### src/rtl/pipe_ctrl_defines.svh
`ifndef PIPE_CTRL_DEFINES_SVH
`define PIPE_CTRL_DEFINES_SVH

// sizes shared by the stage controller blocks

`define PC_XLEN   32 // instruction word width

`define PC_REG_AW 5  // register file address width, x0..x31

`define PC_CNT_W  16 // event counter width, saturates at all ones

`endif

### src/rtl/pipe_ctrl_pkg.sv
`default_nettype none

package pipe_ctrl_pkg;

    // result source selected in EXE for write-back
    typedef enum logic [1:0] {
        ALU = 2'd0, // alu result
        PC4 = 2'd1, // link address for jal/jalr
        IMM = 2'd2, // lui immediate
        MEM = 2'd3  // data memory, i.e. a load
    } sel_data_e;

    // redirect bookkeeping while the fetch buffer stalls
    typedef enum logic {
        IDLE    = 1'b0, // nothing outstanding
        PENDING = 1'b1  // redirect seen, new fetch still hidden by if_stall
    } redirect_state_e;

endpackage

`default_nettype wire

### src/rtl/rv_isa_pkg.sv
`default_nettype none

`include "pipe_ctrl_defines.svh"

package rv_isa_pkg;

    // RV32 base major opcodes, inst[6:0]
    typedef enum logic [6:0] {
        LOAD     = 7'b0000011, // lb/lh/lw/lbu/lhu
        MISC_MEM = 7'b0001111, // fence
        OP_IMM   = 7'b0010011, // addi and friends
        AUIPC    = 7'b0010111,
        STORE    = 7'b0100011, // sb/sh/sw
        OP       = 7'b0110011, // reg-reg alu ops
        LUI      = 7'b0110111,
        BRANCH   = 7'b1100011, // beq/bne/blt/bge/bltu/bgeu
        JALR     = 7'b1100111,
        JAL      = 7'b1101111,
        SYSTEM   = 7'b1110011  // ecall/ebreak/csr
    } opcode_e;

    // standard field positions within the instruction word
    localparam int OPC_LSB = 0;
    localparam int OPC_MSB = 6;

    localparam int RS1_LSB = 15;                        // rs1 sits at [19:15]
    localparam int RS1_MSB = RS1_LSB + `PC_REG_AW - 1;

    localparam int RS2_LSB = 20;                        // rs2 sits at [24:20]
    localparam int RS2_MSB = RS2_LSB + `PC_REG_AW - 1;

endpackage

`default_nettype wire

### src/rtl/load_use_detect.sv
`timescale 1ns/100ps
`default_nettype none

`include "pipe_ctrl_defines.svh"

module load_use_detect (
    input  wire logic [`PC_XLEN-1:0]   id_inst,      // instruction sitting in ID
    input  wire pipe_ctrl_pkg::sel_data_e exe_sel_data, // EXE result source, MEM on a load
    input  wire logic [`PC_REG_AW-1:0] exe_rd,       // EXE destination register
    output logic                       load_use      // ID reads what the EXE load writes
);

    import rv_isa_pkg::*;
    import pipe_ctrl_pkg::*;

    opcode_e               id_opcode;
    logic [`PC_REG_AW-1:0] id_rs1;
    logic [`PC_REG_AW-1:0] id_rs2;
    logic                  rs1_used;  // opcode actually reads rs1
    logic                  rs2_used;  // opcode actually reads rs2
    logic                  exe_load;  // EXE holds a load with a real destination
    logic                  rs1_hit;
    logic                  rs2_hit;

    assign id_opcode = opcode_e'(id_inst[OPC_MSB:OPC_LSB]);
    assign id_rs1    = id_inst[RS1_MSB:RS1_LSB];
    assign id_rs2    = id_inst[RS2_MSB:RS2_LSB];

    // which source fields carry a register for this opcode
    always_comb begin
        rs1_used = 1'b0;
        rs2_used = 1'b0;
        case (id_opcode)
            OP, STORE, BRANCH: begin
                rs1_used = 1'b1;
                rs2_used = 1'b1;                      // both operands from the rf
            end
            JALR, LOAD, OP_IMM: begin
                rs1_used = 1'b1;                      // base or first operand only
            end
            LUI, AUIPC, JAL: begin
                rs1_used = 1'b0;                      // those bits are immediate
                rs2_used = 1'b0;
            end
            default: begin
                rs1_used = 1'b0;                      // system, fence, unknown
                rs2_used = 1'b0;
            end
        endcase
    end

    // a load into x0 never produces a value worth waiting for
    assign exe_load = (exe_sel_data == MEM) && (exe_rd != '0);

    assign rs1_hit  = rs1_used && (id_rs1 == exe_rd);
    assign rs2_hit  = rs2_used && (id_rs2 == exe_rd);

    assign load_use = exe_load && (rs1_hit || rs2_hit);

endmodule

`default_nettype wire

### src/rtl/redirect_ctrl.sv
`timescale 1ns/100ps
`default_nettype none

module redirect_ctrl (
    input  wire logic clk,
    input  wire logic rst_n,
    input  wire logic branch_flush, // taken branch resolved in EXE
    input  wire logic is_jump,      // jal/jalr decoded in ID
    input  wire logic if_stall,     // fetch buffer has nothing to hand over
    input  wire logic id_hold,      // ID frozen by a load stall
    output logic      redirect_id,  // instruction fetched behind the redirect is wrong
    output logic      redirect_exe  // instruction decoded behind the branch is wrong
);

    import pipe_ctrl_pkg::*;

    redirect_state_e state;
    redirect_state_e next_state;
    logic            jump_taken;   // jump in ID that really leaves this cycle
    logic            new_redirect; // redirect raised this cycle
    logic            carried;      // redirect left over from a stalled fetch

    // a held jump comes back once the load stall clears
    assign jump_taken   = is_jump && !id_hold;
    assign new_redirect = branch_flush || jump_taken;

    assign carried      = (state == PENDING);

    assign redirect_exe = branch_flush;                  // only EXE branches reach ID/EXE
    assign redirect_id  = new_redirect || carried;

    // keep the redirect alive until a real fetch has gone by
    always_comb begin
        next_state = state;
        case (state)
            IDLE: begin
                if (new_redirect && if_stall) begin
                    next_state = PENDING;                // new fetch hidden by the stall
                end
            end
            PENDING: begin
                if (!if_stall) begin
                    next_state = IDLE;                   // wrong fetch flushed this cycle
                end
            end
            default: begin
                next_state = IDLE;
            end
        endcase
    end

    always_ff @(posedge clk) begin
        if (!rst_n) begin
            state <= IDLE;
        end else begin
            state <= next_state;
        end
    end

    // after a cycle with if_stall low only a fresh redirect can flush ID
    a_pending_clears : assert property (
        @(posedge clk) disable iff (!rst_n)
        !if_stall |=> (redirect_id == new_redirect)
    ) else $error("redirect stayed pending past a cycle with if_stall low");

    // a stalled redirect is remembered, not dropped
    a_stall_remembered : assert property (
        @(posedge clk) disable iff (!rst_n)
        (new_redirect && if_stall) |=> redirect_id
    ) else $error("redirect lost during fetch stall");

endmodule

`default_nettype wire

### src/rtl/stage_controller.sv
`timescale 1ns/100ps
`default_nettype none

`include "pipe_ctrl_defines.svh"

module stage_controller (
    input  wire logic                  clk,
    input  wire logic                  rst_n,
    input  wire logic                  if_stall,     // compressed fetch buffer stall
    input  wire logic [`PC_XLEN-1:0]   id_inst,      // instruction in ID
    input  wire logic                  is_jump,      // taken jal/jalr in ID
    input  wire logic                  branch_flush, // branch redirect from EXE
    input  wire pipe_ctrl_pkg::sel_data_e exe_sel_data, // EXE write-back source
    input  wire logic [`PC_REG_AW-1:0] exe_rd,       // EXE destination register
    output logic                       if_en,
    output logic                       id_en,
    output logic                       id_flush,
    output logic                       exe_flush,
    output logic [`PC_CNT_W-1:0]       stall_cycles,
    output logic [`PC_CNT_W-1:0]       flush_count
);

    logic load_use;     // hazard from the decoder
    logic redirect_id;  // IF/ID bubble request
    logic redirect_exe; // ID/EXE bubble request
    logic id_hold;      // ID frozen, jumps there are not taken yet

    load_use_detect u_load_use_detect (
        .id_inst      (id_inst),
        .exe_sel_data (exe_sel_data),
        .exe_rd       (exe_rd),
        .load_use     (load_use)
    );

    redirect_ctrl u_redirect_ctrl (
        .clk          (clk),
        .rst_n        (rst_n),
        .branch_flush (branch_flush),
        .is_jump      (is_jump),
        .if_stall     (if_stall),
        .id_hold      (id_hold),
        .redirect_id  (redirect_id),
        .redirect_exe (redirect_exe)
    );

    // priorities and event counters
    stage_enable_merge u_stage_enable_merge (
        .clk          (clk),
        .rst_n        (rst_n),
        .load_use     (load_use),
        .redirect_id  (redirect_id),
        .redirect_exe (redirect_exe),
        .if_stall     (if_stall),
        .if_en        (if_en),
        .id_en        (id_en),
        .id_flush     (id_flush),
        .exe_flush    (exe_flush),
        .id_hold      (id_hold),
        .stall_cycles (stall_cycles),
        .flush_count  (flush_count)
    );

endmodule

`default_nettype wire

### src/rtl/stage_enable_merge.sv
`timescale 1ns/100ps
`default_nettype none

`include "pipe_ctrl_defines.svh"

module stage_enable_merge (
    input  wire logic                 clk,
    input  wire logic                 rst_n,
    input  wire logic                 load_use,     // ID needs the EXE load result
    input  wire logic                 redirect_id,  // bubble into IF/ID requested
    input  wire logic                 redirect_exe, // branch taken in EXE
    input  wire logic                 if_stall,     // fetch buffer stall
    output logic                      if_en,        // PC and fetch advance
    output logic                      id_en,        // IF/ID register loads
    output logic                      id_flush,     // IF/ID loads a bubble
    output logic                      exe_flush,    // ID/EXE loads a bubble
    output logic                      id_hold,      // ID frozen by the load stall
    output logic [`PC_CNT_W-1:0]      stall_cycles, // load stall cycles, saturating
    output logic [`PC_CNT_W-1:0]      flush_count   // branches plus jumps, saturating
);

    logic stall_event;  // load stall that actually froze ID
    logic flush_event;  // fresh redirect this cycle
    logic redirect_q;   // last redirect was hidden by if_stall and is carried now

    // branch wins over everything, then the load stall, then fetch side
    always_comb begin
        if (redirect_exe) begin
            if_en     = 1'b1;                    // fetch from the branch target
            id_en     = 1'b1;
            id_flush  = 1'b1;                    // kill the wrong IF and ID pair
            exe_flush = 1'b1;
        end else if (load_use) begin
            if_en     = 1'b0;                    // freeze IF and ID
            id_en     = 1'b0;
            id_flush  = 1'b0;                    // jumps wait for the stall to clear
            exe_flush = 1'b1;                    // bubble behind the load
        end else begin
            if_en     = !if_stall;
            id_en     = 1'b1;                    // ID keeps draining
            id_flush  = redirect_id || if_stall; // no valid fetch to pass on
            exe_flush = 1'b0;
        end
    end

    assign id_hold     = load_use && !redirect_exe;

    assign stall_event = id_hold;
    // carried redirects were counted when they first showed up
    assign flush_event = redirect_exe || (redirect_id && !redirect_q);

    always_ff @(posedge clk) begin
        if (!rst_n) begin
            redirect_q <= 1'b0;
        end else begin
            redirect_q <= redirect_id && if_stall;
        end
    end

    always_ff @(posedge clk) begin
        if (!rst_n) begin
            stall_cycles <= '0;
            flush_count  <= '0;
        end else begin
            if (stall_event && stall_cycles != '1) begin
                stall_cycles <= stall_cycles + 1'b1; // holds at all ones
            end
            if (flush_event && flush_count != '1) begin
                flush_count <= flush_count + 1'b1;
            end
        end
    end

    // a held ID always bubbles EXE and never meets a branch
    a_branch_moves_id : assert property (
        @(posedge clk) disable iff (!rst_n)
        !id_en |-> (exe_flush && !redirect_exe)
    ) else $error("ID held without an EXE bubble or during a branch flush");

endmodule

`default_nettype wire

### config.mk
export PLATFORM = sky130hd
export DESIGN_NAME = stage_controller
export DESIGN_NICKNAME = d
export VERILOG_FILES = /design/src/rtl/pipe_ctrl_pkg.sv /design/src/rtl/rv_isa_pkg.sv /design/src/rtl/load_use_detect.sv /design/src/rtl/redirect_ctrl.sv /design/src/rtl/stage_controller.sv /design/src/rtl/stage_enable_merge.sv
export VERILOG_INCLUDE_DIRS = /design/src /design/src/rtl
export SDC_FILE = /design/constraint.sdc
export NUM_CORES = 1
export LEC_CHECK = 0
export BUFFER_PORTS_ARGS = -buffer_cell sky130_fd_sc_hd__buf_2
export CORE_AREA = 2 2 64 66
export CTS_BUF_LIST = sky130_fd_sc_hd__clkbuf_4
export DETAILED_ROUTE_END_ITERATION = 8
export DIE_AREA = 0 0 66 68
export GPL_ROUTABILITY_DRIVEN = 0
export PLACE_DENSITY_LB_ADDON = 0.3
export SETUP_SLACK_MARGIN = 0.02
export SLEW_MARGIN = 20
export SYNTH_ARGS = -nofsm -noshare
export SYNTH_HDL_FRONTEND = slang
export SYNTH_HIERARCHICAL = 1
export SYNTH_SLANG_ARGS = --single-unit
### constraint.sdc
create_clock -name clk -period 5.55 [get_ports clk]
set_input_delay 1.11 -clock clk [delete_from_list [all_inputs] [get_ports clk]]
set_output_delay 1.11 -clock clk [all_outputs]
set_load 0.01 [all_outputs]
==> results.txt <==
Status: complete, no violations
Crit Path Class: input pin to output pin
Row count: 23
Port-buffer cells: 64
CTS Sinks: 34
Vias/cell: 5.783
Fillcell total: 385
DR vias: 1,949
Synth Area in Simple Gates: 29.27%
Hold endpoint: u_stage_enable_merge/flush_count[15]
Pwr/cell area: 176.7 nW/um2
Max Slew Vio Count: 0
Fin area: 2346 um2
Synth Area in Adders: 1.284%
Root buffer cell: clkbuf_4
Detailed Route Iter0 Violations: 126
Synthesized flop and latch total: 34
DP Area: 2305 um2
Commonest cells after routing, fill and taps aside: buf_2, dfxtp_1, nand2_1
Area grow syn2layout: 20.35%
Skew final: 0.01045 ns
Total GRT Usage: 21.27%
Nets: 334
Crit path launch type: input pin
Min-delay src: u_stage_enable_merge/flush_count[15]
Depth of the worst register-to-register path: 5
Final Util: 60.84%
RR Endpoint: u_stage_enable_merge/stall_cycles[3]
Number of diodes: 0
Antenna Nets Post-Route: 0
Clock latency on the worst-skew pair: 0.33 ns
Final Hold Fails: 0
Number of global-route vias before repair: 1,768
Share of cells above drive strength 1: 29.27%
Initial antenna violation count: 0
DRC viols: 0
RSZ-0062 raised after global routing: no
Yosys warns: 6
Register area share after synthesis: 34.92%
Worst min path class: register to register
Io pins: 80
Initial Util: 50.55%
Number of cells after detailed placement: 331
Worst r2r src: u_stage_enable_merge/stall_cycles[0]
R2R setup slack: 3.69 ns
Mux cell area share after synthesis: 4.108%
TritonCTS clock tree: yes
Worst slew pin tran: 0.6752 ns
CP Capture Type: output pin
Syn Nets: 269
Main combinational cell family by area after synthesis: simple AND/OR/NAND/NOR gates
Worst Path Max Fanout: 6
Pleak: 0.9382 nW
First-pass GRT wire length: 7562 um
Worst-path clk slew: 0.09 ns
Hold_ws: 0.4925 ns
CTS Buf Count: 5
Longest Clk Path Bufs: 2
Cell variety after synth: 57
Core Footprint: 3856 um2
WL/cell: 13.22 um
Worst ir drop on vdd: 0.1572 mV
Hold depth: 2
Main synth FF type: dfxtp_1
Die X: 66 um
Compound-Gate Fraction of Synth Area: 22.08%
Mapped Cells: 223
XOR/XNOR Fraction of Synth Area: 5.392%
Post-CTS setup buffer count: 0
Post-Syn Area: 1949 um2
Total grt overflow: 0
Min cycle time layout: 4.074 ns
Pin count of the biggest net entering global routing: 24
Hold_buf cts: 0
Ys async rst share: 0%
Max-cap violations: 0
Peak Freq: 245.4 MHz
Normalized max-slew margin: 54.94%
Chip Height: 68 um
Die footprint: 4488 um2
Final period util: 73.41%
Avg Cell Area, Syn: 8.742 um2
Post-CTS resize count: 0
Fin cells: 337
H-tree depth: 2
Initial DRT Pass Iterations: 4
DP Wirelength: 3307 um
Worst EP arrival: 2.96 ns
Final Setup Violations: 0
Post-synth EDFFs: 0
WP data required: 4.44 ns
Setup TNS: 0 ns
Final wirelength: 4456 um
Most common cell after layout, fill and taps aside: buf_2
-- kinds of logic (layout without fill, tap and decap cells) --
| kind of cell | count (synthesis) | in the layout |
|---|---|---|
| muxes | 8 | 8 |
| DFF | 34 | 34 |
| xor gates and xnor gates | 12 | 12 |
| and+or+nand+nor | 91 | 91 |
| buffers and inverters | 14 | 78 |
| adders and majority gates | 2 | 2 |
| AOI/OAI and AO/OA | 62 | 62 |
-- metrics by stage --
stage | setup slack [ns] | power (mW)
final | 1.476 | 0.4145
after CTS | 1.456 | 0.4179
after global routing | 1.262 | 0.4358
after detailed placement | 1.470 | 0.2996
after floorplan | 1.852 | 0.2799
after global placement | 1.482 | 0.2983
-- worst max-delay path by stage --
stage | slack, ns | endpoint | from | depth (start not counted)
2_1_floorplan | 1.85 | id_flush | exe_rd[4] | 10
3_3_place_gp | 1.48 | id_flush | exe_rd[4] | 12
4_1_cts | 1.46 | id_flush | exe_rd[4] | 12
5_1_grt | 1.26 | id_flush | exe_rd[4] | 12
6_report | 1.48 | id_flush | exe_rd[4] | 12
3_5_place_dp | 1.47 | id_flush | exe_rd[4] | 12
-- cells in the mapped netlist (3+ instances only) --
master | number | share of area, %
nand2_1 | 22 | 4.2
o41ai_1 | 4 | 1.8
or4_1 | 7 | 2.7
nand3_1 | 7 | 1.8
o21ai_1 | 7 | 1.8
or3_1 | 5 | 1.6
inv_1 | 6 | 1.2
and3_1 | 6 | 1.9
o21ai_0 | 10 | 2.6
nor4_1 | 4 | 1.3
xor2_1 | 9 | 4.0
nor2_1 | 6 | 1.2
clkbuf_1 | 4 | 0.77
nand2b_1 | 5 | 1.6
dfxtp_1 | 34 | 35
a21oi_1 | 16 | 4.1
nand4_1 | 7 | 2.2
mux2i_1 | 8 | 4.1
o31ai_1 | 5 | 1.9
xnor2_1 | 3 | 1.3
-- sequential cells by signal, indices dropped and copies added (netlist names) --
register and cells:
u_stage_enable_merge/flush_count 16, u_redirect_ctrl/carried 1, u_stage_enable_merge/stall_cycles 16, u_stage_enable_merge/redirect_q 1
-- worst max-delay path, stage by stage --
cell and delay, ns:
buf_2 0.12, xor2_1 0.16, nor4_2 0.29, nand4b_1 0.12, a21oi_1 0.36, nand2_1 0.14
inv_2 0.12, nand2b_4 0.14, nand2_1 0.09, nor2_1 0.09, o21ai_0 0.07, buf_2 0.16
-- final cells by class --
cell class	count	area [um2]	area share [%]
repair buffers	64	320.3	13.65
well taps	50	62.56	2.667
inverters	8	30.03	1.280
multi-input cells	175	1211	51.63
clock inverters	1	3.754	0.1600
flip-flops and latches	34	680.7	29.01
clock buffers	5	37.54	1.600
-- routing by layer --
layer / track usage [%] / part of all wire [%] / vias up / wire, um
met1: 25.25 / 46 / 925 / 2059
met3: 6.086 / 4.1 / 4 / 181
met4: 5.102 / 0.85 / 0 / 38
met5: 0 / 0 / - / 0
met2: 38.13 / 49 / 33 / 2176
li1: - / - / 987 / -
-- where the power goes --
| group | leakage [nW] | total, mW | switching, mW | internal [mW] |
|---|---|---|---|---|
| Sequential | 0.275 | 0.250 | 0.00287 | 0.247 |
| Clock | 0.0246 | 0.121 | 0.0774 | 0.0433 |
| Combinational | 0.639 | 0.0438 | 0.0241 | 0.0197 |
| Total | 0.938 | 0.414 | 0.104 | 0.310 |
(Power assumes the default switching activity.)
